File: src/include/cluster_macros.svh
`ifndef CLUSTER_MACROS_SVH
`define CLUSTER_MACROS_SVH

// Cluster sizing
`define NUM_SOCKETS         4
`define NUM_BARRIERS        8

// DCR bus widths
`define DCR_ADDR_W          12
`define DCR_DATA_W          32

// Half-open DCR address ranges
`define DCR_BASE_BEGIN      12'h001
`define DCR_BASE_END        12'h010
`define DCR_TEX_BEGIN       12'h010
`define DCR_TEX_END         12'h020
`define DCR_RASTER_BEGIN    12'h020
`define DCR_RASTER_END      12'h030
`define DCR_ROP_BEGIN       12'h030
`define DCR_ROP_END         12'h040

// Base state registers
`define DCR_STARTUP_ADDR    12'h001
`define DCR_STARTUP_ARG     12'h002
`define DCR_MPM_CLASS       12'h003

`endif

File: src/design/cluster_pkg.sv
`default_nettype none

`include "cluster_macros.svh"

package cluster_pkg;

    // DCR bus payload
    typedef logic [`DCR_ADDR_W-1:0] dcr_addr_t;
    typedef logic [`DCR_DATA_W-1:0] dcr_data_t;

    // Barrier id, one entry per id in the barrier table
    typedef logic [$clog2(`NUM_BARRIERS)-1:0] gbar_id_t;

    // Socket index, also used for the barrier size minus one
    typedef logic [$clog2(`NUM_SOCKETS)-1:0] socket_idx_t;

    // One bit per socket
    typedef logic [`NUM_SOCKETS-1:0] socket_mask_t;

endpackage

`default_nettype wire

File: src/design/base_dcr_regs.sv
`timescale 1ns/1ns
`default_nettype none

`include "cluster_macros.svh"

module base_dcr_regs (
    input  wire                     clk,
    input  wire                     arst_n,

    // Base-range write from the router
    input  wire                     base_wr_valid,
    input  cluster_pkg::dcr_addr_t  unit_dcr_addr,
    input  cluster_pkg::dcr_data_t  unit_dcr_data,

    // State read by the sockets at start
    output cluster_pkg::dcr_data_t  startup_addr,
    output cluster_pkg::dcr_data_t  startup_arg,
    output cluster_pkg::dcr_data_t  mpm_class
);

    always_ff @(posedge clk or negedge arst_n) begin
        if (!arst_n) begin
            startup_addr <= '0;
            startup_arg  <= '0;
            mpm_class    <= '0;
        end else if (base_wr_valid) begin
            case (unit_dcr_addr)
                `DCR_STARTUP_ADDR: startup_addr <= unit_dcr_data;
                `DCR_STARTUP_ARG:  startup_arg  <= unit_dcr_data;
                `DCR_MPM_CLASS:    mpm_class    <= unit_dcr_data;
                // Rest of the base range is reserved
                default: ;
            endcase
        end
    end

endmodule

`default_nettype wire

File: config.mk
export PLATFORM = sky130hd
export DESIGN_NAME = base_dcr_regs
export DESIGN_NICKNAME = d
export VERILOG_FILES = /design/src/design/cluster_pkg.sv /design/src/design/base_dcr_regs.sv
export VERILOG_INCLUDE_DIRS = /design/src /design/src/include
export SDC_FILE = /design/constraint.sdc
export NUM_CORES = 1
export LEC_CHECK = 0
export BUFFER_PORTS_ARGS = -buffer_cell sky130_fd_sc_hd__buf_2
export CORE_ASPECT_RATIO = 1.4
export CORE_UTILIZATION = 40
export CTS_BUF_LIST = sky130_fd_sc_hd__clkbuf_8
export CTS_CLUSTER_DIAMETER = 80
export DETAILED_ROUTE_END_ITERATION = 10
export PLACE_DENSITY = 0.78
export SETUP_SLACK_MARGIN = 0.02
export SLEW_MARGIN = 40
export SYNTH_ARGS = -nofsm -noshare
export SYNTH_HDL_FRONTEND = slang
export SYNTH_SLANG_ARGS = --single-unit
File: constraint.sdc
create_clock -name clk -period 1.1 [get_ports clk]
set_input_delay 0.055 -clock clk [delete_from_list [all_inputs] [get_ports clk]]
set_output_delay 0.055 -clock clk [all_outputs]
set_load 0.05 [all_outputs]
Word level (Yosys, flattened, before mapping)
Cells that the tools add are included.
{"block": "word_totals", "regBits": 96, "latchBits": 0, "ramBits": 0, "romBits": 0, "input_bits": 47, "out_inout_bits": 96, "wordCells": 9, "memories": 0}
{"block": "op_classes", "add_sub_neg": 0, "n_mul": 0, "div": 0, "magnitude_cmp": 0, "eq_ne": 3, "shift": 0, "n_mux": 0, "bitwise_logic": 0, "reduce_logical": 3}
{"op": "12-bit by 2-bit equality test with 1-bit output, second input constant", "n": 2}
{"op": "12-bit by 1-bit equality test with 1-bit output, second input constant", "n": 1}
{"op": "2-bit AND reduction", "n": 3}

Depth between registers and ports, before layout
{"block": "depth", "word_depth": 2, "depth_mapped": 5, "depth_no_buf": 3}

Worst setup path before layout
OpenSTA, ideal clock, no wires.
{"block": "synth_timing", "path_kind": "input-to-reg", "startpoint": "input port unit_dcr_addr[5]", "endpoint": "register startup_addr[10]", "setup_ps": 125, "arrival_ps": 1190, "required_ps": 975, "path_slack_ps": -215, "stages": 5, "path_buffers": 2, "path_cell_list": "nor3_1 > and4_1 > buf_4 > buf_6 > mux2_2"}
{"block": "synth_via", "elab_chain_cells": 2}
{"item": "start, declared", "line": "base_dcr_regs.sv:12", "source": "input cluster_pkg::dcr_addr_t unit_dcr_addr,"}
{"item": "12-bit by 1-bit equality test with 1-bit output", "line": "base_dcr_regs.sv:27", "source": "case (unit_dcr_addr)"}
{"item": "2-bit AND reduction (no source line)"}
{"item": "end signal, assigned", "line": "base_dcr_regs.sv:28", "source": "`DCR_STARTUP_ADDR: startup_addr <= unit_dcr_data;"}
{"item": "end, declared", "line": "base_dcr_regs.sv:16", "source": "output cluster_pkg::dcr_data_t startup_addr,"}
No other way between the ends.
A chain may end at the register's enable or synchronous reset.

Final worst setup path
{"block": "layout_timing", "startpoint": "register mpm_class[24]", "endpoint": "output port mpm_class[24]"}
{"item": "start, declared", "line": "base_dcr_regs.sv:18", "source": "output cluster_pkg::dcr_data_t mpm_class"}
{"item": "start signal, assigned", "line": "base_dcr_regs.sv:30", "source": "`DCR_MPM_CLASS: mpm_class <= unit_dcr_data;"}
No word-level cell between the ends.

==> results.toml <==
[clock_tree]
cts_max_path_buffers = 2
cts_setup_buffers = 0
clkLatencyLatePin_ns = 0.36
numCtsBuffers = 9
cts_tree = "built"
clkSlewWorstSetupHoldPaths_ns = 0.10
cts_sinks = 96
htree_levels = 3
root_buffer = "clkbuf_8"

[yosys]
ys_seq_area_frac = 0.6324
netlist_area_um2 = 3799
synth_area_leaders = "dfrtp_1 (63%), mux2_2 (19%), mux2_4 (12%)"
synth_seq_cells = 96
synth_top_area_frac = 0.6324
syn_inst = 211
post-synth-top-area-cell = "dfrtp_1"
synth_nets = 258
synth_cell_types = 13
yosysWarnings = 0
syn_avg_cell_area_um2 = 18.00

[worst_hold_path]
hp-class = "in2async"

[critical_path]
crit_type = "reg2out"
slowest_delay_ns = 0.41
worstPathCellList = "clkbuf_4"
path_buf_inv = 1
worstPathRequired_ns = 1.04
crit_path_start_kind = "flip-flop"
cp-end-kind = "primary output"
worstRegToRegCells = 1
r2r-end = "startup_addr[0]"
rrSetupSlack_ns = 0.29
slowest_stage = "dfrtp_1"
crit_arrival_ns = 1.00
path_delay_family = "flip-flops"
regToRegStartpoint = "startup_addr[0]"
crit_fanout = 2

[sta]
tightest_slew_ns = 0.3138
final_max_slew_viol_count = 0
fin_crit_sh = 0.9615
rsz0062_at_grt = "no"
setup_violations = 0
timing.fmax_mhz = 945.4
hold_viol_final = 0
skew_ns = 0
relSlewSlack = 0.7903
timing.final.ws_setup_ns = 0.04230
layout_min_cycle_time_ns = 1.058

[placement]
dp_hpwl_um = 5750
pre_cts_slack_ns = -0.3548
io_buffer_count = 142
gp_congestion = 0.7097

[floorplan]
fp.dieH_um = 117.3
initial_core_util = 0.4160
io_pins = 143
dieArea_um2 = 9896
die_w_um = 84.36
core_area_um2 = 9131
rows = 41

[power]
leakagePower_nw = 3.077
vdd_drop_max_mv = 0.5678
power.density_nw_per_um2 = 1232

[cells_and_area]
antennaDiodeCount = 0
final_common_cell = "dfrtp_1"
layout-drive-gt1-share = 0.6733
fin_nets = 446
final_util = 0.5962
syn_to_final_growth_pct = 43.31
layout_common_cells = "dfrtp_1 (96), buf_2 (85), mux2_2 (64)"

[routing]
drc = 15
wl_per_cell_um = 17.32
firstDrtPassIters = 7
drt_iter0_markers = 76
drt_wl_total_um = 8849
num_vias = 2543
ant_nets = 0
viasPerCell = 4.977

[grt]
grt_first_pass_wirelength_um = 13680
grt_util_all_layers = 0.1813
antenna_found_initial = 0
grt-ovfl-total = 0
first_global_vias = 2778
grt_max_degree = 43

[outcome]
status = "finished with violations"
failed_checks = "design-rule violations"

[flow_run]
maxCapViolations = 0
## per-stage QoR
step                hold slack (ns)  setup TNS (ns)  instance area (µm²)  cells  total power, mW
floorplan                   -0.2406          -10.71                 3820    211            3.709
global placement            -0.1048          -26.39                 4696    461            3.943
detailed placement          -0.1043          -28.71                 4696    461            3.952
CTS                         0.04019               0                 5305    510            6.788
global route                0.06718               0                 5444    511            6.943
finish                      0.05317               0                 5444    511            6.704
## registers in the layout, indices dropped and copies added, names as in the netlist
name          count
startup_addr     32
startup_arg      32
mpm_class        32
## synth_stat cells
cell,instances
nor3_1,1
nor4b_1,2
nor4_4,1
nor4bb_1,1
mux2_1,2
nor2b_1,1
buf_6,9
nand4_2,2
mux2_2,64
dfrtp_1,96
mux2_4,30
buf_4,1
and4_1,1
## how the worst max path moves through the flow
stage / from / end / slack, ns / cells past startpoint
6_report: mpm_class[24] / mpm_class[24] / 0.04 / 1
5_1_grt: mpm_class[24] / mpm_class[24] / 0.001 / 1
4_1_cts: mpm_class[28] / mpm_class[28] / 0.02 / 1
3_5_place_dp: unit_dcr_addr[10] / startup_addr[15] / -0.35 / 5
2_1_floorplan: unit_dcr_addr[10] / startup_addr[10] / -0.19 / 5
3_3_place_gp: unit_dcr_addr[10] / startup_addr[12] / -0.32 / 5
## metal layers
metal / vias up / GRT usage / part of all wire
met4: 0 / 0.1261 / 0.044
met3: 27 / 0.02604 / 0.035
li1: 1132 / - / -
met1: 1295 / 0.1909 / 0.36
met5: - / 0 / 0
met2: 89 / 0.3279 / 0.56
## repair_timing
item	in CTS	in global routing
resized for setup	14	47
endpoints found under the hold margin	192	0
pin swaps	0	0
gates cloned	0	1
hold buffers	33	0
endpoints found under the setup margin	14	74
## final cells by class
class	count	area [µm²]
sequential	96	2402
fill	695	3687
clock inverter	7	120.1
clock buffer	9	123.9
multi-input combinational	105	1323
timing repair buffer	187	1341
tap	107	133.9
## kinds of logic after synthesis
group | Yosys count | share of synthesized area
and+or+nand+nor | 9 | 0.02470
muxes | 96 | 0.3142
DFF | 96 | 0.6324
buffers and inverters | 10 | 0.02866
## power by group
part	total [mW]	switching (mW)	internal (mW)
registers	3.55	0.00867	3.54
clock network	2.73	1.22	1.51
logic	0.426	0.226	0.201
No activity file was read; power rests on OpenSTA's default activity.
