<file path="src/include/cluster_macros.svh">
`ifndef CLUSTER_MACROS_SVH
`define CLUSTER_MACROS_SVH

// Cluster sizing
`define NUM_SOCKETS         4
`define NUM_BARRIERS        8

// DCR bus widths
`define DCR_ADDR_W          12
`define DCR_DATA_W          32

// Half-open DCR address ranges
`define DCR_BASE_BEGIN      12'h001
`define DCR_BASE_END        12'h010
`define DCR_TEX_BEGIN       12'h010
`define DCR_TEX_END         12'h020
`define DCR_RASTER_BEGIN    12'h020
`define DCR_RASTER_END      12'h030
`define DCR_ROP_BEGIN       12'h030
`define DCR_ROP_END         12'h040

// Base state registers
`define DCR_STARTUP_ADDR    12'h001
`define DCR_STARTUP_ARG     12'h002
`define DCR_MPM_CLASS       12'h003

`endif

</file>
<file path="src/design/cluster_pkg.sv">
`default_nettype none

`include "cluster_macros.svh"

package cluster_pkg;

    // DCR bus payload
    typedef logic [`DCR_ADDR_W-1:0] dcr_addr_t;
    typedef logic [`DCR_DATA_W-1:0] dcr_data_t;

    // Barrier id, one entry per id in the barrier table
    typedef logic [$clog2(`NUM_BARRIERS)-1:0] gbar_id_t;

    // Socket index, also used for the barrier size minus one
    typedef logic [$clog2(`NUM_SOCKETS)-1:0] socket_idx_t;

    // One bit per socket
    typedef logic [`NUM_SOCKETS-1:0] socket_mask_t;

endpackage

`default_nettype wire

</file>
<file path="src/design/dcr_router.sv">
`timescale 1ns/1ns
`default_nettype none

`include "cluster_macros.svh"

module dcr_router (
    input  wire                     clk,
    input  wire                     arst_n,

    // Host write
    input  wire                     dcr_wr_valid,
    input  cluster_pkg::dcr_addr_t  dcr_wr_addr,
    input  cluster_pkg::dcr_data_t  dcr_wr_data,

    // Registered per-region strobes
    output logic                    tex_dcr_valid,
    output logic                    raster_dcr_valid,
    output logic                    rop_dcr_valid,
    output logic                    base_wr_valid,
    output cluster_pkg::dcr_addr_t  unit_dcr_addr,
    output cluster_pkg::dcr_data_t  unit_dcr_data
);

    logic hit_base;
    logic hit_tex;
    logic hit_raster;
    logic hit_rop;

    // Range decode, ranges do not overlap
    always_comb begin
        hit_base   = dcr_wr_valid && (dcr_wr_addr >= `DCR_BASE_BEGIN)
                                  && (dcr_wr_addr <  `DCR_BASE_END);
        hit_tex    = dcr_wr_valid && (dcr_wr_addr >= `DCR_TEX_BEGIN)
                                  && (dcr_wr_addr <  `DCR_TEX_END);
        hit_raster = dcr_wr_valid && (dcr_wr_addr >= `DCR_RASTER_BEGIN)
                                  && (dcr_wr_addr <  `DCR_RASTER_END);
        hit_rop    = dcr_wr_valid && (dcr_wr_addr >= `DCR_ROP_BEGIN)
                                  && (dcr_wr_addr <  `DCR_ROP_END);
    end

    always_ff @(posedge clk or negedge arst_n) begin
        if (!arst_n) begin
            tex_dcr_valid    <= 1'b0;
            raster_dcr_valid <= 1'b0;
            rop_dcr_valid    <= 1'b0;
            base_wr_valid    <= 1'b0;
        end else begin
            tex_dcr_valid    <= hit_tex;
            raster_dcr_valid <= hit_raster;
            rop_dcr_valid    <= hit_rop;
            base_wr_valid    <= hit_base;
        end
    end

    // Shared payload, only loaded when some region matches
    always_ff @(posedge clk) begin
        if (hit_base || hit_tex || hit_raster || hit_rop) begin
            unit_dcr_addr <= dcr_wr_addr;
            unit_dcr_data <= dcr_wr_data;
        end
    end

endmodule

`default_nettype wire

</file>
<file path="config.mk">
export PLATFORM = sky130hd
export DESIGN_NAME = dcr_router
export DESIGN_NICKNAME = d
export VERILOG_FILES = /design/src/design/cluster_pkg.sv /design/src/design/dcr_router.sv
export VERILOG_INCLUDE_DIRS = /design/src /design/src/include
export SDC_FILE = /design/constraint.sdc
export NUM_CORES = 1
export LEC_CHECK = 0
export ABC_AREA = 1
export BUFFER_PORTS_ARGS = -buffer_cell sky130_fd_sc_hd__buf_2
export CAP_MARGIN = 20
export CORE_UTILIZATION = 42
export CTS_CLUSTER_DIAMETER = 30
export DETAILED_ROUTE_END_ITERATION = 10
export PLACE_DENSITY_LB_ADDON = 0.25
export SETUP_SLACK_MARGIN = 0.3
export SYNTH_ARGS = -nofsm -noshare
export SYNTH_HDL_FRONTEND = slang
export SYNTH_SLANG_ARGS = --single-unit
</file>
<file path="constraint.sdc">
create_clock -name clk -period 0.8 [get_ports clk]
set_clock_uncertainty 0.05 [all_clocks]
set_input_delay 0.16 -clock clk [delete_from_list [all_inputs] [get_ports clk]]
set_output_delay 0.16 -clock clk [all_outputs]
set_load 0.03 [all_outputs]
</file>
[Yosys cells after proc, flatten, opt, wreduce, memory -nomap -nowiden]
Index checks and enable logic that the tools add are counted.
Storage, ports and cells
  output and inout bits: 48
  bits in latches: 0
  bits in writable memories: 0
  register bits after elaboration: 48
  ROM bits: 0
  word-level logic and storage cells: 25
  memories kept: 0
  bits of input ports: 47
Operators by class
  bitwise logic cells: 0
  equal/unequal tests: 0
  magnitude comparators: 8
  $add $sub $neg: 0
  $mul: 0
  reduce and logical (&&, ||, !) cells: 11
  shifts and indexed selects: 0
  multiplexer cells: 0
  divide/modulo/power cells: 0
Operators with widths (count)
  >= comparator 12 x 6 -> 1 bit (second input constant): 2
  < comparator 12 x 6 -> 1 bit (second input constant): 2
  >= comparator 12 x 1 -> 1 bit (second input constant): 1
  >= comparator 12 x 5 -> 1 bit (second input constant): 1
  < comparator 12 x 5 -> 1 bit (second input constant): 1
  < comparator 12 x 7 -> 1 bit (second input constant): 1
  logical AND 1 bit: 8
  logical OR 1 bit: 3

[Longest topological paths before layout]
Gate-level depths: netlist of run 1.
  depth in word-level cells: 6
  gate-level depth with buffers: 5
  mapped depth without buffers: 5

[Least setup slack after synthesis of run 1]
No wires, ideal clock.
  kind: input port to flip-flop
  start: in dcr_wr_addr[7]
  end: reg unit_dcr_addr[0] (enable)
  setup time: 0.402 ns
  data required time: 0.348 ns
  stages on the path: 5
  buffers on the path: 0
  data arrival time: 1.526 ns
  path slack: -1.178 ns
  path through: nor2_2 nand2_2 nor2_4 o211ai_1 nand2_1
Between the ends
  longest elaborated chain between the ends: 6
  elaborated cells on any way between the ends: 19
  those cells by class: order compare (8); reduce/logical (11)
Ends and longest elaborated chain
  start: declaration: line dcr_router.sv:12  | input cluster_pkg::dcr_addr_t dcr_wr_addr,
  >= comparator 12 x 1 -> 1 bit (no source line) / >= comparator 12 x 5 -> 1 bit (equally long branches)
  logical AND 1 bit (on tied branches) (2 in series): line dcr_router.sv:31, dcr_router.sv:33
  logical OR 1 bit (2 in series): line dcr_router.sv:57  | if (hit_base || hit_tex || hit_raster || hit_rop) begin
  logical OR 1 bit *: line dcr_router.sv:57
  end signal: assignment: line dcr_router.sv:58  | unit_dcr_addr <= dcr_wr_addr;
  end: declaration: line dcr_router.sv:20  | output cluster_pkg::dcr_addr_t unit_dcr_addr,
Mark *: on every way between the ends. The rest lies on a longest branch, timed or not.
A chain may end at the register's enable or synchronous reset.

[Final worst setup path of run 1]
  start: reg unit_dcr_addr[11]
  end: out unit_dcr_addr[11]
No word-level cell between the ends.

==> flow_summary.toml, run 1 <==
[outcome]
status = "complete, but fails checks"
violations = "negative hold slack, negative setup slack"

[worst_setup_path]
max_stage_delay_ns = 0.42
worstSetupEndpointType = "output pin"
worst-path-buf-inv = 1
cp.required_ns = 0.59
path_class = "flip-flop to output pin"
crit_path_top_delay_cell = "edfxtp_1"
path_max_fanout = 1
crit_arrival_ns = 0.88
cp_cell_sequence = "buf_6"
crit_family = "flip-flops"
start_kind = "flip-flop"

[final_layout]
drive_above_1_share_pct = 68.8
layout_commonest_cell = "buf_6"
final_cell_mix = "56 x buf_6, 44 x edfxtp_1, 39 x buf_2"
area_delta_synth_final_pct = 79.2
fin_cells = 238
n_antenna_cell = 0
fin_nets = 238
final.fill_count = 209

[route]
drc = 0
first_pass_iters = 4
ant_nets = 0
drt_iter0_markers = 33
drt_wl_total_mm = 3.33
vias = 1074
vias_per_cell = 4.51
wl_per_cell_um = 14.0

[sta]
setup_viol = 92
setup_tns_ns = -23.38
final.setup.worst_slack_ns = -0.286
slew_headroom_pct = 80.8
worst_pin_slew_ns = 0.287
hold_slack_ns = -0.0186
fmax_ghz = 0.921
period_minus_slack_ns = 1.09
finalHoldViolCount = 33
rsz0062_at_grt = "yes"
fin_crit_sh_pct = 136
drv_slew = 0

[global_routing]
grt_pass1_vias = 1028
grt_first_pass_wirelength_mm = 4.64
grt_max_degree = 25
grtUsageTotal_pct = 16.6
overflow = 0
antenna_found_initial = 0

[clock_network]
clockRootBuffer = "clkbuf_8"
cts_tree = "built"
cts_made_buffers = 5
numClockSinks = 48
hold_buffers = 1
clockBufferDepth = 2
cts.clk_slew.worst_paths_ns = 0.09
htreeDepth = 2

[logic_synthesis]
yosysWarnings = 0
avgSynthCellArea_um2 = 20.7
syn_inst = 75
syn_nets = 122
synth.largest_area_cell = "edfxtp_1"
syn-cell-area_um2 = 1550
synth_area_leaders = "edfxtp_1 85%, dfrtp_1 6.4%, nor2_1 1.7%"
synth_seq_cells = 48
yosysSeqAreaShare_pct = 91.5
synth_top_cell_area_share_pct = 85.0
synth.distinct_cells = 11

[placement]
place.gp.congestion = 0.686
place_inst = 224
port_buffers = 94
hpwl_mm = 2.17

[floorplanning]
core_um2 = 3440
fp.dieArea_um2 = 3950
fp.dieW_um = 62.8
rows = 21
io_pins = 95
fp.dieH_um = 62.8
initial_core_util_pct = 45.1

[pwr]
vdd_drop_max_mv = 1.06
powerDensity_nw_per_um2 = 1730
p_leak_nw = 1.17

[run]
max_cap_violations = 0

[worst_hold_path]
min_path_type = "input pin to flip-flop"
-- cell families after synthesis --
group / count (synthesis) / synth area share, %
compound gates: 2 / 0.966
buf+inv: 6 / 1.45
flops: 48 / 91.5
simple gates: 19 / 6.12
-- flip-flops by register name (all words and copies together), names as in the netlist --
register	count
unit_dcr_data	32
raster_dcr_valid	1
unit_dcr_addr	12
rop_dcr_valid	1
tex_dcr_valid	1
base_wr_valid	1
-- path summary, 6_finish.rpt --
check | from | endpoint | slack [ns] | cells after the start
min in group asynchronous | arst_n | tex_dcr_valid | 0.13 | 2
hold / removal | dcr_wr_data[12] | unit_dcr_data[12] | -0.02 | 1
max in group asynchronous | arst_n | raster_dcr_valid | 0.44 | 2
setup / recovery | unit_dcr_addr[11] | unit_dcr_addr[11] | -0.29 | 1
-- cell usage after synthesis --
| cell | count |
|---|---|
| inv_1 | 6 |
| nand3_1 | 1 |
| nand2_1 | 4 |
| nand2_2 | 3 |
| o211ai_1 | 2 |
| nor2_4 | 1 |
| nor4_1 | 1 |
| edfxtp_1 | 44 |
| nor2_2 | 2 |
| dfrtp_1 | 4 |
| nor2_1 | 7 |
-- layout make-up --
| type | count | area (um^2) | share of cell area, % |
|---|---|---|---|
| sequential | 48 | 1430 | 51.2 |
| timing repair buffer | 109 | 1000 | 35.9 |
| multi-input combinational | 21 | 163 | 5.84 |
| clock buffer | 5 | 68.8 | 2.47 |
| tap | 46 | 57.6 | 2.07 |
| clock inverter | 3 | 46.3 | 1.66 |
| inverter | 6 | 22.5 | 0.809 |
-- power breakdown --
part | internal, W | leakage, nW | switching [W]
clock network | 0.000940 | 0.0548 | 0.000767
logic | 0.000189 | 0.672 | 0.000152
registers | 0.00276 | 0.445 | 0.0000100
total | 0.00389 | 1.17 | 0.000929
-- through the flow --
step	power [W]	area [um^2]	utilization [%]	setup slack [ns]
floorplan	0.00291	1590	-	-0.556
global placement	0.00308	2210	64.1	-0.548
detailed placement	0.00309	2210	64.1	-0.579
CTS	0.00483	2700	78.4	-0.282
global route	0.00497	2790	80.9	-0.340
finish	0.00482	2790	80.9	-0.286
-- metal layers --
layer | vias to the layer above | global-route usage [%] | share of wire [%]
li1 | 505 | - | -
met1 | 500 | 14.6 | 31
met2 | 61 | 32.1 | 59
met3 | 8 | 5.11 | 7.7
met4 | 0 | 9.88 | 1.9
met5 | - | 0 | 0
-- timing repair --
action | in CTS | in global routing
gates cloned | 0 | 2
pin swaps | 1 | 6
setup endpoints to repair | 96 | 96
resized for setup | 109 | 6
buffers inserted | 1 | 2
endpoints found under the hold margin | 45 | 37
Note: power is estimated with default switching activity, not from simulation.
==> inputs of run 2 (changes only) <==
- CELL_PAD_IN_SITES_DETAIL_PLACEMENT: not set -> 0
- CELL_PAD_IN_SITES_GLOBAL_PLACEMENT: not set -> 1
- CORE_UTILIZATION: 42 -> 33
- TNS_END_PERCENT: not set -> 1
==> flow_summary.toml, run 2 (synthesized netlist as in run 1, its figures left out) <==
[outcome]
status = "complete, but fails checks"
violations = "design-rule violations, negative hold slack, negative setup slack"

[clock_network]
post-cts-setup-buffer-count = 0
cts_made_buffers = 5
cts_tree = "built"
clockBufferDepth = 2
clockRootBuffer = "clkbuf_8"
cts.clk_slew.worst_paths_ns = 0.09
numClockSinks = 48
hold_buffers = 1
htreeDepth = 2

[floorplanning]
fp.dieW_um = 70.6
fp.dieArea_um2 = 4990
initial_core_util_pct = 35.0
rows = 24
io_pins = 95
core_um2 = 4440
fp.dieH_um = 70.6

[placement]
place.gp.congestion = 0.659
place_ws_ns = -0.584
hpwl_mm = 2.31
port_buffers = 94

[pwr]
vdd_drop_max_mv = 0.754
seq_power_share_pct = 62.4
powerDensity_nw_per_um2 = 1680
clkPwrFrac_pct = 30.8
p_leak_nw = 1.11
p_int_w = 0.00352
p_sw_share_pct = 20.6
p_switching_w = 0.000916
p_comb_share_pct = 6.9

[global_routing]
grt_most_used_layer = "met2"
grtUsageTotal_pct = 13.8
overflow = 0
antenna_found_initial = 0
met1_usage_pct = 15.8
grt_max_degree = 17
grt_first_pass_wirelength_mm = 5.14
use_met2_pct = 23.4
grt_pass1_vias = 1083
globalRouteMet3Util_pct = 5.13

[route]
vias_per_cell = 4.29
vias = 1030
drc = 20
first_pass_iters = 7
drt_wl_total_mm = 3.24
drt_iter0_markers = 80
ant_nets = 0
wl_per_cell_um = 13.5

[final_layout]
n_antenna_cell = 0
final_cell_mix = "49 x buf_6, 45 x buf_2, 44 x edfxtp_1"
final_util_pct = 59.5
area_delta_synth_final_pct = 70.3
layout_commonest_cell = "buf_6"
largest_registers = "unit_dcr_data x32, unit_dcr_addr x12"
drive_above_1_share_pct = 66.0
largest_reg_flops = 32
top_register = "unit_dcr_data"
fin_nets = 234

[sta]
setup_viol = 92
fmax_ghz = 0.938
finalHoldViolCount = 18
slew_headroom_pct = 81.7
fin_crit_sh_pct = 133
setup_tns_ns = -22.16
rsz0062_at_grt = "yes"
drv_slew = 0
period_minus_slack_ns = 1.07
final.setup.worst_slack_ns = -0.266
worst_pin_slew_ns = 0.274
hold_slack_ns = -0.00807

[worst_setup_path]
crit_arrival_ns = 0.86
crit_path_top_delay_cell = "edfxtp_1"
crit_start = "unit_dcr_data[5]"
worstSetupEndpointType = "output pin"
cp.required_ns = 0.59
crit_family = "flip-flops"
crit_cells = 1
start_kind = "flip-flop"
endpoint = "unit_dcr_data[5]"
cp_cell_sequence = "buf_6"
path_class = "flip-flop to output pin"
path_max_fanout = 1
max_stage_delay_ns = 0.41
worst-path-buf-inv = 1

[run]
max_cap_violations = 0

[worst_hold_path]
min_path_type = "input pin to flip-flop"
[run 2: changes by cell type in the layout (fill, tap and decap cells not counted), sizes merged]
cell      change
clkinv        +1
clkinvlp      +1
bufinv        -1
clkbuf        -2
buf           -2
inv           -1
[run 2: per-stage QoR]
stage,power (W),cells,cell area [um^2]
final,0.00444,240,2650
after global routing,0.00464,240,2650
after CTS,0.00450,240,2640
after detailed placement,0.00309,231,2230
after global placement,0.00308,231,2230
after floorplan,0.00291,75,1580
[run 2: worst min-delay path by stage]
stage	cells past startpoint	slack [ns]	startpoint	end
2_1_floorplan	0	-0.19	arst_n	base_wr_valid
3_3_place_gp	1	-0.09	arst_n	tex_dcr_valid
3_5_place_dp	1	-0.08	arst_n	tex_dcr_valid
4_1_cts	1	-0.02	dcr_wr_data[7]	unit_dcr_data[7]
5_1_grt	1	-0.04	dcr_wr_data[1]	unit_dcr_data[1]
6_report	1	-0.008	dcr_wr_data[2]	unit_dcr_data[2]
[run 2: what timing repair did]
action                                 in CTS  in global routing
gates resized for setup                    99                  3
endpoints found under the hold margin      40                 38
setup endpoints to repair                  96                 96
pin swaps                                   7                  5
[run 2: layout make-up]
type	instances	area [um^2]
Timing Repair Buffer	105	900
Clock buffer	5	68.8
Fill cell	382	1800
Clock inverter	3	18.8
Multi-Input combinational cell	21	150
Inverter	6	22.5
Tap cell	52	65.1
Sequential cell	48	1420
[run 2: power by group through the flow]
stage	clock (W)	sequential (W)	combinational [W]
final	0.00137	0.00277	0.000305
after global routing	0.00154	0.00277	0.000330
after CTS	0.00143	0.00277	0.000304
after detailed placement	0	0.00282	0.000269
after global placement	0	0.00282	0.000262
after floorplan	0	0.00287	0.0000379
[run 2: metal layers]
metal / routed length, um / up-vias / part of all wire, %
met4: 15 / 0 / 0.46
met1: 1190 / 469 / 37
li1: - / 495 / -
met5: 0 / - / 0
met2: 1690 / 64 / 52
met3: 338 / 2 / 10
==> inputs of run 3 (changes only) <==
--- a/config.mk
+++ b/config.mk
@@ -7,5 +7,4 @@
 export NUM_CORES = 1
 export LEC_CHECK = 0
-export ABC_AREA = 1
 export BUFFER_PORTS_ARGS = -buffer_cell sky130_fd_sc_hd__buf_2
 export CAP_MARGIN = 20
@@ -20,3 +19,2 @@
 export SYNTH_HDL_FRONTEND = slang
 export SYNTH_SLANG_ARGS = --single-unit
-export TNS_END_PERCENT = 1
==> constraint.sdc (replaced) <==
create_clock -name clk -period 0.8 [get_ports clk]
set_clock_uncertainty 0.05 [all_clocks]
set_input_delay 0.2 -clock clk [delete_from_list [all_inputs] [get_ports clk]]
set_output_delay 0.2 -clock clk [all_outputs]
set_load 0.03 [all_outputs]
==> flow_summary.toml, run 3 <==
[outcome]
status = "complete, but fails checks"
violations = "negative setup slack"

[placement]
place_ws_ns = -0.936
port_buffers = 94
place_inst = 216
hpwl_mm = 2.29
place.gp.congestion = 0.681
placedInstanceArea_um2 = 2170

[worst_setup_path]
start_kind = "input pin"
path_class = "input pin to flip-flop"
worstSetupEndpointType = "flip-flop"
path_max_fanout = 10
cp_cell_sequence = "buf_6 > or4b_4 > a211oi_4 > buf_6 > clkbuf_16"
crit_arrival_ns = 1.39
crit_path_top_delay_cell = "or4b_4"
cp.required_ns = 0.77
crit_top_cell = "buf_6"
max_stage_delay_ns = 0.56

[final_layout]
largest_reg_flops = 32
regArea_um2 = 1430
top_register = "unit_dcr_data"
drive_above_1_share_pct = 71.9
largest_registers = "unit_dcr_data x32, unit_dcr_addr x12"
final.fill_count = 325
layout_commonest_cell = "buf_6"
n_antenna_cell = 0
multi_input_area_um2 = 138
fin_cells = 230
area_delta_synth_final_pct = 80.9
fin_nets = 224
final_cell_mix = "53 x buf_6, 44 x buf_2, 44 x edfxtp_1"
stdcell_area_um2 = 2730

[route]
wl_per_cell_um = 14.4
ant_nets = 0
vias_per_cell = 4.40
vias = 1012
drt_wl_total_mm = 3.30
drc = 0
first_pass_iters = 4
drt_iter0_markers = 56

[logic_synthesis]
syn_nets = 106
syn-cell-area_um2 = 1510
avgSynthCellArea_um2 = 25.6
syn_inst = 59
yosys_most_used_dff = "edfxtp_1"
synth_xor_area_share_pct = 0
synth_compound_gate_area_share_pct = 0.498
synth_top_cell_area_share_pct = 87.6
synth.distinct_cells = 11
synth_area_leaders = "edfxtp_1 88%, dfrtp_1 6.6%, nor4b_2 2.0%"
synth.largest_area_cell = "edfxtp_1"
synth_seq_cells = 48
yosys-top-cells-count = "44 x edfxtp_1, 4 x dfrtp_1, 2 x nor4_1, 2 x nor4b_2"
synth-simple-area-share_pct = 4.98
ys_async_sr_fraction_pct = 8.33
synth_edf_count = 44
synth_mux_area_share_pct = 0
synth_top_family_by_area = "simple AND/OR/NAND/NOR gates"
synthAdderAreaFrac_pct = 0
yosysSeqAreaShare_pct = 94.3
yosysWarnings = 0
yosysMostFrequentCell = "edfxtp_1"

[global_routing]
grtUsageTotal_pct = 13.7
grt_first_pass_wirelength_mm = 4.95
grt_pass1_vias = 1054
grt_max_degree = 22
overflow = 0
antenna_found_initial = 0

[floorplanning]
fp.dieArea_um2 = 4840
io_pins = 95
core_um2 = 4380
fp.dieH_um = 69.6
rows = 24
fp.dieW_um = 69.6
initial_core_util_pct = 34.4

[sta]
fin_crit_sh_pct = 177
final.setup.worst_slack_ns = -0.616
fmax_ghz = 0.706
finalHoldViolCount = 0
worst_pin_slew_ns = 0.272
period_minus_slack_ns = 1.42
slew_headroom_pct = 81.8
drv_slew = 0
setup_viol = 96
rsz0062_at_grt = "yes"
hold_slack_ns = 0.0250

[pwr]
powerDensity_nw_per_um2 = 1730
p_leak_nw = 1.12
vdd_drop_max_mv = 1.36

[run]
max_cap_violations = 0

[clock_network]
cts.clk_slew.worst_paths_ns = 0.08
numClockSinks = 48
cts_tree = "built"
clockBufferDepth = 2
clockRootBuffer = "clkbuf_8"
cts_made_buffers = 5
htreeDepth = 2

[worst_hold_path]
min_path_type = "input pin to flip-flop"
==> run 3: area by class of cell <==
type	instances	share of cell area [%]
clock buffer	6	2.66
multi-input combinational	10	5.05
clock inverter	2	1.28
timing repair buffer	111	36.2
sequential	48	52.3
tap	52	2.39
inverter	1	0.138
==> run 3: logic make-up after synthesis <==
kind of cell | after synthesis
buffers and inverters | 1
flip-flops | 48
AO/OA/AOI/OAI | 1
AND/OR/NAND/NOR | 9
==> run 3: power by group <==
group / switching, W / total (W) / internal (W)
sequential: 0.00000643 / 0.00276 / 0.00275
combinational: 0.000118 / 0.000276 / 0.000158
clock: 0.000747 / 0.00167 / 0.000927
==> run 3: final timing paths <==
kind                                 start           endpoint  slack (ns)  cells past startpoint
setup / recovery           dcr_wr_addr[10]   unit_dcr_addr[3]       -0.62                      5
hold / removal             dcr_wr_addr[10]  unit_dcr_addr[10]        0.02                      1
max in group asynchronous           arst_n      base_wr_valid        0.38                      2
min in group asynchronous           arst_n      rop_dcr_valid        0.20                      2
==> run 3: metrics by stage <==
stage | utilization (%) | power [W] | TNS [ns]
floorplan | - | 0.00287 | -72.85
global placement | 49.5 | 0.00303 | -42.08
detailed placement | 49.5 | 0.00304 | -43.45
CTS | 60.7 | 0.00473 | -40.70
global route | 62.2 | 0.00488 | -43.97
finish | 62.2 | 0.00471 | -41.22
==> run 3: routing by layer <==
layer	track usage [%]	part of all wire, %	up-vias
met1	16.4	38	470
li1	-	-	468
met3	6.25	11	5
met5	0	0	-
met2	22.1	50	69
met4	4.08	1.2	0
==> run 3: worst max-delay path: cells and delay by family <==
kind,cells,cell delay [ns]
compound gates,1,0.21
buf+inv,3,0.42
simple gates,1,0.56
==> run 3: what timing repair did <==
action | 4_1_cts | 5_1_grt
buffers inserted | 2 | 1
cloned | 1 | 1
hold endpoints to repair | 4 | 0
pin swaps | 2 | 1
hold buffers | 1 | 0
endpoints found under the setup margin | 96 | 96
gates resized for setup | 103 | 5
