File: src/include/cluster_macros.svh
`ifndef CLUSTER_MACROS_SVH
`define CLUSTER_MACROS_SVH

// Cluster sizing
`define NUM_SOCKETS         4
`define NUM_BARRIERS        8

// DCR bus widths
`define DCR_ADDR_W          12
`define DCR_DATA_W          32

// Half-open DCR address ranges
`define DCR_BASE_BEGIN      12'h001
`define DCR_BASE_END        12'h010
`define DCR_TEX_BEGIN       12'h010
`define DCR_TEX_END         12'h020
`define DCR_RASTER_BEGIN    12'h020
`define DCR_RASTER_END      12'h030
`define DCR_ROP_BEGIN       12'h030
`define DCR_ROP_END         12'h040

// Base state registers
`define DCR_STARTUP_ADDR    12'h001
`define DCR_STARTUP_ARG     12'h002
`define DCR_MPM_CLASS       12'h003

`endif

File: src/design/cluster_pkg.sv
`default_nettype none

`include "cluster_macros.svh"

package cluster_pkg;

    // DCR bus payload
    typedef logic [`DCR_ADDR_W-1:0] dcr_addr_t;
    typedef logic [`DCR_DATA_W-1:0] dcr_data_t;

    // Barrier id, one entry per id in the barrier table
    typedef logic [$clog2(`NUM_BARRIERS)-1:0] gbar_id_t;

    // Socket index, also used for the barrier size minus one
    typedef logic [$clog2(`NUM_SOCKETS)-1:0] socket_idx_t;

    // One bit per socket
    typedef logic [`NUM_SOCKETS-1:0] socket_mask_t;

endpackage

`default_nettype wire

File: src/design/gbar_unit.sv
`timescale 1ns/1ns
`default_nettype none

`include "cluster_macros.svh"

module gbar_unit (
    input  wire                         clk,
    input  wire                         arst_n,

    // Granted arrival from the arbiter
    input  wire                         arb_valid,
    input  cluster_pkg::gbar_id_t       arb_id,
    input  cluster_pkg::socket_idx_t    arb_size_m1,
    input  cluster_pkg::socket_idx_t    arb_socket,
    input  wire                         pending_any,

    // Release broadcast to all sockets
    output logic                        gbar_rel_valid,
    output cluster_pkg::gbar_id_t       gbar_rel_id,
    output logic                        gbar_busy
);

    localparam int CNT_W = $clog2(`NUM_SOCKETS + 1);

    cluster_pkg::socket_mask_t arrive_mask [`NUM_BARRIERS];
    cluster_pkg::socket_mask_t next_mask;
    logic [CNT_W-1:0]          arrive_cnt;
    logic                      complete;
    logic                      any_partial;

    // Arrivals for the granted id including this one
    always_comb begin
        next_mask  = arrive_mask[arb_id] | (cluster_pkg::socket_mask_t'(1) << arb_socket);
        arrive_cnt = '0;
        for (int i = 0; i < `NUM_SOCKETS; i++) begin
            arrive_cnt = arrive_cnt + CNT_W'(next_mask[i]);
        end
        complete = arb_valid && (arrive_cnt == CNT_W'(arb_size_m1) + CNT_W'(1));
    end

    always_comb begin
        any_partial = 1'b0;
        for (int b = 0; b < `NUM_BARRIERS; b++) begin
            any_partial = any_partial | (|arrive_mask[b]);
        end
    end

    always_ff @(posedge clk or negedge arst_n) begin
        if (!arst_n) begin
            for (int b = 0; b < `NUM_BARRIERS; b++) begin
                arrive_mask[b] <= '0;
            end
            gbar_rel_valid <= 1'b0;
        end else begin
            if (arb_valid) begin
                // Completed entry is free for reuse next cycle
                arrive_mask[arb_id] <= complete ? '0 : next_mask;
            end
            gbar_rel_valid <= complete;
        end
    end

    always_ff @(posedge clk) begin
        if (complete) begin
            gbar_rel_id <= arb_id;
        end
    end

    assign gbar_busy = any_partial | pending_any;

endmodule

`default_nettype wire

File: config.mk
export PLATFORM = sky130hd
export DESIGN_NAME = gbar_unit
export DESIGN_NICKNAME = d
export VERILOG_FILES = /design/src/design/cluster_pkg.sv /design/src/design/gbar_unit.sv
export VERILOG_INCLUDE_DIRS = /design/src /design/src/include
export SDC_FILE = /design/constraint.sdc
export NUM_CORES = 1
export LEC_CHECK = 0
export BUFFER_PORTS_ARGS = -buffer_cell sky130_fd_sc_hd__buf_2
export CAP_MARGIN = 40
export CORE_AREA = 2 2 83 85
export CTS_BUF_LIST = sky130_fd_sc_hd__clkbuf_16
export CTS_CLUSTER_SIZE = 14
export DETAILED_ROUTE_END_ITERATION = 8
export DIE_AREA = 0 0 85 87
export PLACE_DENSITY = 0.48
export SYNTH_ARGS = -nofsm -noshare
export SYNTH_HDL_FRONTEND = slang
export SYNTH_SLANG_ARGS = --single-unit
File: constraint.sdc
create_clock -name clk -period 4.1 [get_ports clk]
set_clock_uncertainty 0.1 [all_clocks]
set_input_delay 0.41 -clock clk [delete_from_list [all_inputs] [get_ports clk]]
set_output_delay 0.41 -clock clk [all_outputs]
set_load 0.005 [all_outputs]
# Yosys cells after proc, flatten, opt, wreduce, memory -nomap -nowiden
# Index checks and enable logic that the tools add are counted.
[word_totals] input_bits=11 register_bits=36 word_cells=45
[op_classes] magnitude_cmp=2 n_mux=7 bitwise=10 reduce_logical=10 eq_ne=1 shifts=1 add_sub_neg=4
[ops] cell="$bwmux 32" count=1
[ops] cell="$reduce_or 4->1" count=8
[ops] cell="$mux 4" count=4
[ops] cell="$bmux 4 s3" count=1
[ops] cell="$demux 4 s3" count=1
[ops] cell="$or 1x1->1" count=8
[ops] cell="$ge 4x4->1 const B" count=1
[ops] cell="$lt 4x1->1 const B" count=1
[ops] cell="$not 3->4" count=1
[ops] cell="$or 4x4->4" count=1
[ops] cell="$shl 1x2->4 const A" count=1
[ops] cell="$add 2x1->3" count=1
[ops] cell="$add 2x1->3 const B" count=1
[ops] cell="$add 3x1->3" count=1
[ops] cell="$eq 3x3->1" count=1
[ops] cell="$add 1x1->2" count=1
[ops] cell="$logic_and 1x1->1" count=2

# Logic depth before layout (Yosys ltp)
# Gate-level depths: netlist of run 1.
[logic_depth] ltp_word=12 mapped_depth=15 depth_no_buf=11

# Worst setup path before layout of run 1
# OpenSTA, ideal clock, no wires.
[synth_path] kind="input to register" startpoint="input port arb_id[0]" endpoint="register gbar_rel_id[0], enable pin" path_buffers=2 t_arrival_ns=3.026 setup_slack_ns=0.705 stages=12 setup_ns=0.269 cell_sequence="buf_6 mux2_1 a211o_1 nor2_4 nand2_1 fa_1 ha_1 ha_1 xnor2_1 nand4_1 clkbuf_1 inv_1"
[synth_via] elab_chain_len=10
[synth_rtl] item="start: declaration" line="gbar_unit.sv:12" rtl="input cluster_pkg::gbar_id_t arb_id,"
[synth_rtl] item="$not 3->4 (not written as such) (*)" line="gbar_unit.sv:33" rtl="next_mask = arrive_mask[arb_id] | (cluster_pkg::socket_mask_t'(1) << arb_socket);"
[synth_rtl] item="$bmux 4 s3 (*)" line="gbar_unit.sv:33"
[synth_rtl] item="$mux 4 (not written as such) (*) (2 in series)" line="gbar_unit.sv:33"
[synth_rtl] item="$or 4x4->4 (*)" line="gbar_unit.sv:33"
[synth_rtl] item="$add 1x1->2" line="gbar_unit.sv:36" rtl="arrive_cnt = arrive_cnt + CNT_W'(next_mask[i]);"
[synth_rtl] item="$add 2x1->3" line="gbar_unit.sv:36"
[synth_rtl] item="$add 3x1->3 (*)" line="gbar_unit.sv:36"
[synth_rtl] item="$eq 3x3->1 (*)" line="gbar_unit.sv:38" rtl="complete = arb_valid && (arrive_cnt == CNT_W'(arb_size_m1) + CNT_W'(1));"
[synth_rtl] item="$logic_and 1x1->1 (*)" line="gbar_unit.sv:38"
[synth_rtl] item="net complete" line="gbar_unit.sv:28" rtl="logic complete;"
[synth_rtl] item="end signal: assignment" line="gbar_unit.sv:65" rtl="gbar_rel_id <= arb_id;"
[synth_rtl] item="end: declaration" line="gbar_unit.sv:19" rtl="output cluster_pkg::gbar_id_t gbar_rel_id,"
# Mark *: on every way through the listed nets, which the timed path passes. The rest lies on a longest branch. The select of a mux whose other input is x is not followed.
# A chain may end at the register's enable or synchronous reset.

# Worst setup path after layout of run 1
[layout_path] startpoint="input port arb_id[0]" endpoint="register arrive_mask[19] (netlist name)"
[layout_via] elab_chain_len=12
[layout_rtl] item="$not 3->4 (*)" line="gbar_unit.sv:33, gbar_unit.sv:57"
[layout_rtl] item="$bmux 4 s3" line="gbar_unit.sv:33"
[layout_rtl] item="$mux 4 (not written as such) (2 in series)" line="gbar_unit.sv:33"
[layout_rtl] item="$or 4x4->4" line="gbar_unit.sv:33"
[layout_rtl] item="$add 1x1->2" line="gbar_unit.sv:36"
[layout_rtl] item="$add 2x1->3" line="gbar_unit.sv:36"
[layout_rtl] item="$add 3x1->3" line="gbar_unit.sv:36"
[layout_rtl] item="$eq 3x3->1" line="gbar_unit.sv:38"
[layout_rtl] item="$logic_and 1x1->1" line="gbar_unit.sv:38"
[layout_rtl] item="$mux 4" line="gbar_unit.sv:57" rtl="arrive_mask[arb_id] <= complete ? '0 : next_mask;"
[layout_rtl] item="$bwmux 32 (*)" line="gbar_unit.sv:57"
[layout_rtl] item="end signal: indexed assignment" line="gbar_unit.sv:57"
[layout_rtl] item="end: declaration" line="gbar_unit.sv:25" rtl="cluster_pkg::socket_mask_t arrive_mask [`NUM_BARRIERS];"
# Every way passes the cells marked *; elsewhere a longest branch is shown, timed or not. The select of a mux whose other input is x is not followed.

==> results.md, run 1 <==
- The area enclosed by the die boundary is 0.00740 mm^2.
- The top cell type by total area after synthesis is dfrtp_1.
- The number of H-tree branching levels is 2.
- The first detailed-routing pass took 4 iterations.
- The number of setup violations in the final report is 0.
- Setup repair after global routing left no endpoint under its margin.
- The routed wire length is 5300 um.
- Of the total power, the share spent switching nets is 34.1%.
- The number of buffers added on ports is 15.
- The highest ir drop seen on vdd is 0.199 mV.
- Counting flops with an async set or reset pin after synthesis yields a share of approximately nine tenths.
- The required time reported for the critical path endpoint is 4.15 ns.
- The worst setup path is captured at a flop.
- The clock passes through at most 2 buffers.
- The clock latency on the worst-skew pair is around 0.28 ns.
- Detailed routing inserted a total of 1632 vias.
- The register bit count reported by yosys is 36.
- The number of nets handed over by synthesis was between 200 and 250.
- The timing-limited maximum frequency is about 300 MHz.
- The initial cell density of the core is 30.8%.
- The region available for standard cell placement spans 0.00657 mm^2.
- After synthesis, the netlist uses 41 different library cells.
- The mean instance size in the synthesized netlist is 9.67 um^2.
- For this block, the initial DRC count from the detailed router was 133.
- In the final layout, the multi-input gates occupy 0.00100 mm^2.
- The worst hold path belongs to the class in2async.
- The buffers inserted during post-CTS setup optimization is 0.
- The cell at the root of the clock tree is clkbuf_16.
- Wire segments on met2 add up to 2550 um in the final route.
- The worst slack at placement is 0.361 ns.
- The number of enable flip-flop cells after synthesis is 3.
- Once the clock tree was built, the resizer swapped 0 gates to a different size.
- Synthesis produced around 210 cells.
- Power comes to 1300 uW.
- The met1 layer wirelength in the final routing is ~2400 um.
- After synthesis, the largest area contributor takes up 40.9% of total cell area.
- The total standard cell area after synthesis is approximately 0.0020 mm^2.
- The leakage power figure is 0.000976 uW.
- The final weighted congestion in routability-driven placement is 0.869.
- The number of placed I/O pins is 16.
- Max-cap violations in this run came to 0.
- The path type of the worst setup path is in2reg.
- Summed over all nets, wire length on met3 after detailed routing comes to ~240 um.
- The via count of the first global-routing pass is 1532.
- The highest metal layer with signal wires is met4.
- For this design, the sink count on the clock tree is 36.
- The post-detailed-route via-to-cell ratio is 5.33.
- Of the total power, combinational logic draws 27.8%.
- The detail route stage leaves a number of antenna-violating nets equal to 0.
- The combined flip-flop and latch cell area is a little over 900 um^2.
- The element type at the critical path start is an input pin.
- The leading register cell type out of synthesis is dfrtp_1.
- The floorplan has 30 rows.
- TritonCTS created 5 clock buffers.
- TritonCTS built the clock tree.
- The final hold slack is 0.0934 ns.
- After synthesis, the cell types taking the most area are dfrtp_1, mux2i_1, nand2_1, o21ai_1, edfxtp_1.
- The share of the clock period used by the worst path is 83.6%.
- After clock tree synthesis, the clock-pin slew on the worst setup and hold paths is 0.05 ns.
- The maximum number of pins on one net before global-route repair is 34.
- The die is 87 um tall.
- The total negative slack for setup checks is 0 ns.
- The number of placed instances, taps included, is slightly below 300.
- For the pin with the worst max-slew slack, the measured transition is roughly 0.76 ns.
- The warning count from the yosys run is 0.
- The switching power summed over all nets is 443 uW.
- The share of final-layout standard cells stronger than drive strength 1 is 17.7%.
- For this run, design rule violations remaining after detail routing come to 0.
- Cell internal power was estimated by the tool at 855 uW.
- The horizontal extent of the die is approximately 85 um.
- The final count of pins violating max slew is 0.
- The number of antenna diodes in the final layout is 0.
- Sequential cells were found to cover 45.3% of the synthesized design area.
- The global route total overflow is 0.
- Data on the critical path arrives at its endpoint at 3.47 ns.
- The worst pin sits at a relative slew slack of 49.6%.
- The worst setup slack after layout is around 0.67 ns.
- The first global-routing pass estimated ~8700 um of wire.
- The initial antenna violation count was 0.
- The power per unit of standard cell area is 567 mW/mm^2.
- The layout net count is 240.
- From synthesis to final layout, the design area changed by 13.4%.
- The hold violation total from the final report is 0.
- Along the worst path, the maximum fanout reaches 17.
- The sequential power share is 44.7%.
- The average wire per standard cell is approximately 17 um.
- Across every metal layer, demand over resource in global routing totals 15.7%.
- The power share of the clock group is around 28%.
- The layout has 657 filler cells.
- The flow ran to the end, and the final reports show no timing, DRC or antenna violations.
- Counting I/O delays and the setup requirement, the final critical path takes 3.43 ns.
- After legalization and detailed placement, the total HPWL measured 3960 um.
- The number of buffers inserted for hold repair after clock tree synthesis is 0.
- The number of cells in the finished layout apart from fillers is ~300.
==> area by class of cell <==
| type | instances | area share [%] |
|---|---|---|
| Multi-Input combinational cell | 156 | 43.9 |
| Tap cell | 80 | 4.37 |
| Clock inverter | 3 | 0.601 |
| Sequential cell | 36 | 40.0 |
| Timing Repair Buffer | 19 | 4.59 |
| Inverter | 7 | 1.15 |
| Clock buffer | 5 | 5.46 |
==> cell usage in the layout (no fill, tap or decap), types with 5 or more instances in the layout <==
master,Yosys,routed
clkbuf_16,0,5
a211oi_2,6,6
mux2i_1,14,14
buf_2,5,15
o21ai_1,26,26
nor2_1,7,7
dfrtp_1,33,33
nor4_1,8,8
a21oi_1,9,9
nand2_1,36,36
nand2b_1,6,6
inv_1,7,7
nand3_1,5,5
==> final timing paths <==
| check | startpoint | to | slack (ns) | cells after the start |
|---|---|---|---|---|
| worst max-delay path | arb_id[0] | arrive_mask[19] | 0.67 | 14 |
| worst min-delay path | arst_n | arrive_mask[9] | 0.09 | 1 |
| worst max register to register | arrive_mask[16] | arrive_mask[19] | 0.89 | 12 |
| worst min register to register | arrive_mask[13] | arrive_mask[13] | 0.41 | 2 |
| max in group asynchronous | arst_n | arrive_mask[27] | 3.31 | 1 |
| min in group clk | arrive_mask[13] | arrive_mask[13] | 0.41 | 2 |
==> critical path, stage by stage <==
cell and delay, ns:
buf_2 0.31, buf_4 0.23, mux2i_1 0.21, nand2_1 0.10, a211oi_2 0.37, inv_1 0.11
fa_1 0.47, ha_1 0.21, ha_1 0.28, xnor2_1 0.14, nand4_1 0.10, buf_4 0.20
nand2b_1 0.22, o21ai_1 0.09
==> power groups by stage <==
stage | sequential (uW) | clock [uW] | combinational [uW]
2_1_floorplan | 547 | 0 | 274
3_3_place_gp | 588 | 0 | 361
3_5_place_dp | 583 | 0 | 365
4_1_cts | 579 | 366 | 364
5_1_grt | 596 | 382 | 414
6_report | 580 | 357 | 361
==> synthesized netlist by cell type (2+ instances only) <==
cell and instances:
a211oi_1 3, a211oi_2 6, a21oi_1 9, a31oi_1 2, buf_2 5, buf_6 4
dfrtp_1 33, edfxtp_1 3, ha_1 3, inv_1 7, mux2i_1 14, nand2_1 36
nand2b_1 6, nand3_1 5, nand4_1 4, nor2_1 7, nor2b_1 3, nor3_1 2
nor3_2 2, nor4_1 8, o21ai_1 26, xnor2_1 2
==> stage by stage <==
step           instance area (um^2)  utilization [%]
6_report                       2290             34.9
4_1_cts                        2290             34.9
2_1_floorplan                  2020                -
5_1_grt                        2290             34.9
3_3_place_gp                   2150             32.8
3_5_place_dp                   2150             32.8
==> cells by family after synthesis <==
family,share of synthesized area (%)
AOI/OAI and AO/OA,17.1
DFF,45.3
adders and majority gates,2.85
xor gates and xnor gates,1.30
buffers and inverters,4.95
and+or+nand+nor,21.0
muxes,7.49
==> state kept, by name, indices dropped and copies added (netlist names) <==
register / count
gbar_rel_valid: 1
gbar_rel_id: 3
arrive_mask: 32
==> routing by layer <==
layer  GRT usage, %  vias to the layer above
met4           5.63                        0
met1           21.8                      800
li1               -                      783
met3           2.84                        6
met5              0                        -
met2           24.7                       43
(Power assumes the default switching activity.)
==> inputs of run 2 (changes only) <==
==> constraint.sdc (replaced) <==
create_clock -name clk -period 3.5 [get_ports clk]
set_clock_uncertainty 0.1 [all_clocks]
set_input_delay 0.35 -clock clk [delete_from_list [all_inputs] [get_ports clk]]
set_output_delay 0.35 -clock clk [all_outputs]
set_load 0.005 [all_outputs]
==> run 2 against run 1 <==
- die area unchanged
- sequential power increased by 17%
- clock-buffer cell count unchanged
- combinational power increased by 22%
- cell count increased by 2.3%
- final area increased by 2.7%
- clock power increased by 18%
- routed wire length increased by 0.62%
- worst hold slack got worse by 0.046 ns
- sequential share of layout area decreased by 1.1 points
- core utilization increased by 0.95 points
- setup slack got worse by 0.39 ns
- critical path type is now reg2reg
==> results.md, run 2 (synthesis results as in run 1) <==
- The detailed-routed wire length on met2 is 2470 um (-3.2%).
- The wire length of the first global-routing pass came to 8740 um (+0.48%).
- Following the worst setup path forward leads to its endpoint at gbar_rel_id[2].
- The clock transition at the registers of the reported paths was 0.05 ns (about the same).
- The standard cell core area came to 0.00657 mm^2 (unchanged).
- The final count of pins violating max slew is 0 (unchanged).
- The setup slack of the most critical reg-to-reg path is 0.29 ns (-0.60 ns).
- The transition time at the pin with the least slew margin came to 0.778 ns (+0.0220 ns).
- The number of buffers between clock root and the deepest sink is 2 (unchanged).
- The horizontal extent of the die came to 85 um (unchanged).
- The die height was 87 um (unchanged).
- The number of H-tree branching levels came to 2 (unchanged).
- The CTS buffer count is 5 (unchanged).
- The final weighted congestion in routability-driven placement came to 0.837 (-3.7%).
- The kind of cell with the highest combined delay along the critical path is adder cells.
- The register with the highest flop count is arrive_mask.
- The timing-limited maximum frequency is 311 MHz.
- The required time reported for the critical path endpoint came to 3.39 ns (-0.76 ns).
- Leaving out fill and tap cells, the most frequent cell in the layout is nand2_1.
- The layout net count came to 247 (+2.9%).
- The detailed-route DRC error count is 0 (unchanged).
- The max-capacitance violation count is 0 (unchanged).
- STA classifies the critical path endpoint as a flop.
- The critical path goes through mux2_1 > a211o_1 > nor2_4 > nand2_1 > fa_1 > ha_1 > ha_1 > xnor2_1 > nand4_1 > buf_4 > inv_1.
- The highest layer touched by signal routing is met4.
- The post-cts sizing count is 0 (unchanged).
- The clock tree from TritonCTS is done.
- The number of setup violations in the final report is 0 (unchanged).
- The cell at the root of the clock tree is clkbuf_16.
- The number of filler instances in the final layout is 668 (+1.7%).
- The post-route cell area came to 0.00235 mm^2 (+2.7%).
- The flip-flop count of the largest register, all copies and words added is 32 (unchanged).
- The buffers inserted during post-CTS setup optimization is 0 (unchanged).
- The element type at the critical path start is a flop.
- The arrival time at the worst endpoint was 3.10 ns (-0.37 ns).
- The number of antenna diodes came to 0 (unchanged).
- The hold violation total from the final report was 0 (unchanged).
- The overall track demand over capacity in global routing was 15.7% (about the same).
- The largest individual stage delay along the critical path comes from the cell fa_1.
- The post-route antenna net violation count was 0 (unchanged).
- The post-detailed-route via-to-cell ratio came to 5.22 (-2.1%).
- The average wire per standard cell is 17.0 um (-1.6%).
- The highest ir drop seen on vdd is 0.195 mV (-1.8%).
- The critical-path maximum fanout is 13 (-4).
- The startpoint identified for the worst register-to-register timing path is arrive_mask[16].
- The instance area at placement was 0.00222 mm^2 (+3.0%).
- In the final layout, the registers with the most flip-flops are arrive_mask x32, gbar_rel_id x3, gbar_rel_valid x1.
- The total negative slack for setup checks is 0 ns (unchanged).
- The path type of the worst setup path is reg2reg.
- The final HPWL from detailed placement is 4070 um (+2.9%).
- The number of placed I/O pins was 16 (unchanged).
- The routed wire length is 5330 um (+0.62%).
- The maximum number of pins on one net before global-route repair is 34 (unchanged).
- The final critical-path required period is 3.21 ns.
- The share of final-layout standard cells stronger than drive strength 1 is 19.3% (+1.6 points).
- The clock sink count is 36 (unchanged).
- The number of rows created at floorplan is 30 (unchanged).
- The power per unit of standard cell area is 653 mW/mm^2 (+15%).
- The DRC marker count from the first detailed-route iteration is 68 (-49%).
- The initial cell density of the core came to 30.8% (unchanged).
- Setup repair after global routing left no endpoint under its margin.
- The worst relative slew slack is 48.1% (-1.5 points).
- The clock latency on the worst-skew pair is 0.28 ns (about the same).
- The leakage power figure is 0.00102 uW (+4.2%).
- The area growth from synthesis to final layout is 16.5%.
- The run finished with clean final reports.
- The via count of the first global-routing pass is 1601 (+4.5%).
- The met3 wirelength from detailed routing is 182 um (-25%).
- The total iterations of the first detailed-routing run is 4 (unchanged).
- The area enclosed by the die boundary is 0.00740 mm^2 (unchanged).
- The via count is 1634 (+0.12%).
- The number of buffers added on ports was 15 (unchanged).
- The share of the clock period used by the worst path is 91.8%.
- The critical path launch point is arrive_mask[16].
- The worst register-to-register path ends at gbar_rel_id[2].
- The instance count on the critical path is 11 (-3).
- The critical path buffer and inverter count came to 2 (-2).
- The path class of the tightest hold or removal check is in2async.
- The top cell types in the final layout, fill and taps aside, are nand2_1, dfrtp_1, o21ai_1, buf_2, mux2i_1.
- The number of cells on the worst reg-to-reg path is 11 (-1).
- The number of buffers inserted for hold repair after clock tree synthesis was 0 (unchanged).
- The global route total overflow was 0 (unchanged).
- The met1 layer wirelength in the final routing is 2550 um (+5.6%).
- The cell with the most instances on the worst path is ha_1.
- The initial antenna violation count is 0 (unchanged).
- The peak per-stage delay on the critical path came to 0.49 ns (+0.02 ns).
==> run 2: final cells by class <==
type                    count  area, um^2  share of cell area (%)
clock buffers               5         125                    5.32
clock inverters             3        11.3                   0.478
inverters                   7        26.3                    1.12
multi-input cells         156        1000                    42.7
flip-flops and latches     36         916                    38.9
well taps                  80         100                    4.25
repair buffers             26         170                    7.23
==> run 2: report_power, final <==
group	switching, uW	internal (uW)
registers	118	561
clock network	164	256
logic	244	195
total	526	1010
==> run 2: how the worst min path moves through the flow <==
stage	startpoint	endpoint	slack, ns	depth (start not counted)
after global placement	arst_n	arrive_mask[9]	0.36	1
after detailed placement	arst_n	arrive_mask[9]	0.39	1
after floorplan	arst_n	arrive_mask[0]	-0.05	0
after global routing	arst_n	arrive_mask[13]	0.12	1
after CTS	arst_n	arrive_mask[9]	0.09	1
final	arst_n	arrive_mask[9]	0.05	1
==> run 2: worst register-to-register path, delay by kind of cell (launching register included) <==
| family | cells | cell delay [ns] |
|---|---|---|
| mux | 1 | 0.30 |
| buf+inv | 2 | 0.35 |
| fa+ha+maj | 3 | 0.99 |
| xor+xnor | 1 | 0.15 |
| flops | 1 | 0.39 |
| simple gates | 3 | 0.30 |
| compound gates | 1 | 0.34 |
==> run 2: per-stage QoR <==
stage | hold slack, ns | utilization (%) | total power (uW) | instances | setup slack, ns
6_report | 0.0473 | 35.8 | 1540 | 313 | 0.287
4_1_cts | 0.0891 | 35.8 | 1550 | 313 | 0.236
3_3_place_gp | 0.363 | 33.8 | 1120 | 305 | 0.138
5_1_grt | 0.116 | 35.8 | 1650 | 313 | 0.0950
2_1_floorplan | -0.0456 | - | 962 | 209 | 0.165
3_5_place_dp | 0.387 | 33.8 | 1130 | 305 | 0.0785
==> run 2: layer usage <==
metal | track usage, % | vias up
met5 | 0 | -
met4 | 6.93 | 0
met3 | 3.51 | 10
met2 | 24.4 | 33
met1 | 21.2 | 795
li1 | - | 796
==> inputs of run 3 (changes only) <==
--- a/config.mk
+++ b/config.mk
@@ -14,6 +14,7 @@
 export DETAILED_ROUTE_END_ITERATION = 8
 export DIE_AREA = 0 0 85 87
 export PLACE_DENSITY = 0.48
+export SETUP_SLACK_MARGIN = 0.5
 export SYNTH_ARGS = -nofsm -noshare
 export SYNTH_HDL_FRONTEND = slang
 export SYNTH_SLANG_ARGS = --single-unit
==> run 3 against run 2 <==
- total power increased by 5.6%
- critical path depth increased by 1
- critical endpoint is now arrive_mask[18]
- sequential share of layout area decreased by 1.6 points
- highest routed layer unchanged
- first-iteration DRC count increased by 71%
==> results.md, run 3 (synthesis results as in run 1) <==
- The tree is rooted in a clkbuf_16.
- The total area of multi-input combinational cells is 0.00106 mm^2 (+5.2%).
- The highest ir drop seen on vdd is 0.215 mV (+10%).
- The CTS buffer count is 5 (unchanged).
- The post-route antenna net violation count is 0 (unchanged).
- The area growth from synthesis to final layout is 21.6%.
- The share of final-layout standard cells stronger than drive strength 1 is 25.0% (+5.7 points).
- The leakage power figure was 0.00105 uW (+3.5%).
- The global route total overflow is 0 (unchanged).
- The post-route cell area is 0.00246 mm^2 (+4.4%).
- The total negative slack for setup checks came to 0 ns (unchanged).
- The wire length of the first global-routing pass was 9190 um (+5.1%).
- The combined flip-flop and latch cell area is 916 um^2 (unchanged).
- The horizontal extent of the die came to 85 um (unchanged).
- The worst relative slew slack is 49.8% (+1.7 points).
- The run finished with clean final reports.
- The path type of the worst setup path is reg2reg.
- The clock sink count is 36 (unchanged).
- The number of setup violations in the final report came to 0 (unchanged).
- The DRC marker count from the first detailed-route iteration was 116 (+71%).
- The initial antenna violation count is 0 (unchanged).
- The post-detailed-route via-to-cell ratio is 5.07 (-2.9%).
- The number of buffers inserted for hold repair after clock tree synthesis is 0 (unchanged).
- The required time reported for the critical path endpoint was 3.54 ns (+0.15 ns).
- The worst setup path is launched from a flop.
- TritonCTS built the clock tree.
- The number of placed I/O pins is 16 (unchanged).
- The maximum number of pins on one net before global-route repair was 34 (unchanged).
- The clock latency on the worst-skew pair is 0.28 ns (about the same).
- The detailed-route DRC error count is 0 (unchanged).
- The overall track demand over capacity in global routing is 16.4% (+0.71 points).
- The transition time at the pin with the least slew margin came to 0.753 ns (-0.0249 ns).
- The register with the highest flop count is arrive_mask.
- The critical-path maximum fanout is 13 (unchanged).
- The area enclosed by the die boundary came to 0.00740 mm^2 (unchanged).
- The tightest min-delay check is of the in2async type.
- The layout net count is 250 (+1.2%).
- The arrival time at the worst endpoint is 3.09 ns (about the same).
- The routed wire length is 5670 um (+6.4%).
- The library cells used most frequently in the layout, excluding fill and tap cells, are nand2_1, dfrtp_1, o21ai_1, buf_2, mux2i_1.
- The die height is 87 um (unchanged).
- In the final layout, the registers with the most flip-flops are arrive_mask x32, gbar_rel_id x3, gbar_rel_valid x1.
- The standard cell core area came to 0.00657 mm^2 (unchanged).
- The timing-limited maximum frequency came to 328 MHz (+5.5%).
- The final weighted congestion in routability-driven placement is 0.829 (-0.90%).
- The power per unit of standard cell area is 661 mW/mm^2 (+1.1%).
- The hold violation total from the final report is 0 (unchanged).
- The max-capacitance violation count is 0 (unchanged).
- The slowest library cell on the worst path is fa_1.
- In this design, the largest share of critical-path delay is due to adder cells.
- The initial cell density of the core is 30.8% (unchanged).
- The total iterations of the first detailed-routing run is 4 (unchanged).
- The instance count on the critical path is 12 (+1).
- The number of rows created at floorplan is 30 (unchanged).
- Setup repair after global routing could not meet its margin everywhere.
- The via count came to 1601 (-2.0%).
- The critical path buffer and inverter count is 2 (unchanged).
- The number of filler instances in the final layout was 648 (-3.0%).
- The flip-flop count of the largest register, all copies and words added is 32 (unchanged).
- The number of buffers added on ports is 15 (unchanged).
- Leaving out fill and tap cells, the most frequent cell in the layout is nand2_1.
- The clock transition at the registers of the reported paths is 0.06 ns (about the same).
- The final critical-path required period was 3.05 ns (-0.168 ns).
- The via count of the first global-routing pass is 1666 (+4.1%).
- The number of buffers between clock root and the deepest sink is 2 (unchanged).
- The number of cells on the worst reg-to-reg path was 12 (+1).
- STA classifies the critical path endpoint as a flop.
- The peak per-stage delay on the critical path was 0.55 ns (+0.06 ns).
- The instance area at placement was 0.00228 mm^2 (+2.7%).
- The number of antenna diodes came to 0 (unchanged).
- The final HPWL from detailed placement is 4210 um (+3.5%).
- The share of the clock period used by the worst path is 87.0% (-4.8 points).
- Walking the worst path, the cells encountered are mux2i_1 > nor2_1 > a2111oi_4 > inv_1 > fa_1 > ha_2 > ha_4 > xnor2_1 > nand4_1 > buf_12 > nand2b_1 > o21ai_1.
- The average wire per standard cell was 17.9 um (+5.4%).
- The number of H-tree branching levels came to 2 (unchanged).
- The final count of pins violating max slew is 0 (unchanged).
[run 3: worst reg2reg max path: cells and delay by family, from the launching register on]
kind	cells	cell delay, ns
AO/OA/AOI/OAI	2	0.47
multiplexers	1	0.15
adder cells (fa/ha/maj)	3	0.92
flip-flops	1	0.42
AND/OR/NAND/NOR	3	0.39
XOR/XNOR	1	0.14
buffers and inverters	2	0.31
[run 3: worst paths after layout]
check | startpoint | to | slack [ns]
setup / recovery | arrive_mask[3] | arrive_mask[18] | 0.45
hold / removal | arst_n | arrive_mask[1] | 0.04
setup reg to reg | arrive_mask[3] | arrive_mask[18] | 0.45
hold reg to reg | arrive_mask[14] | arrive_mask[14] | 0.42
max in group asynchronous | arst_n | arrive_mask[17] | 2.78
min in group clk | arb_id[1] | gbar_rel_id[1] | 0.30
[run 3: stage by stage]
stage | std cells | util, % | power (uW) | hold slack [ns] | worst slack (ns)
floorplan | 209 | - | 998 | -0.0456 | 0.382
global placement | 305 | 34.6 | 1180 | 0.370 | 0.122
detailed placement | 305 | 34.6 | 1180 | 0.369 | 0.101
CTS | 316 | 37.4 | 1630 | 0.0742 | 0.433
global route | 316 | 37.4 | 1730 | 0.117 | 0.248
finish | 316 | 37.4 | 1620 | 0.0396 | 0.455
[run 3: power by group]
part	internal, uW	switching [uW]	total, uW
Clock	257	169	426
Sequential	560	126	686
Combinational	236	276	511
Total	1050	570	1620
[run 3: final cells by class]
cell class	count	area share (%)
clock buffer	5	5.09
clock inverter	3	0.509
inverter	7	1.17
multi-input combinational	156	43.0
sequential	36	37.3
tap	80	4.07
timing repair buffer	29	8.86
[run 3: layer usage]
metal | wire (um) | GRT usage [%]
met5 | 0 | 0
met4 | 67 | 5.48
met3 | 279 | 2.94
met2 | 2450 | 24.9
met1 | 2880 | 23.7
[run 3: what timing repair did]
| item | 4_1_cts | 5_1_grt |
|---|---|---|
| setup endpoints to repair | 35 | 35 |
| setup buffers | 3 | 0 |
| pin swaps | 2 | 0 |
| gates resized for setup | 3 | 1 |
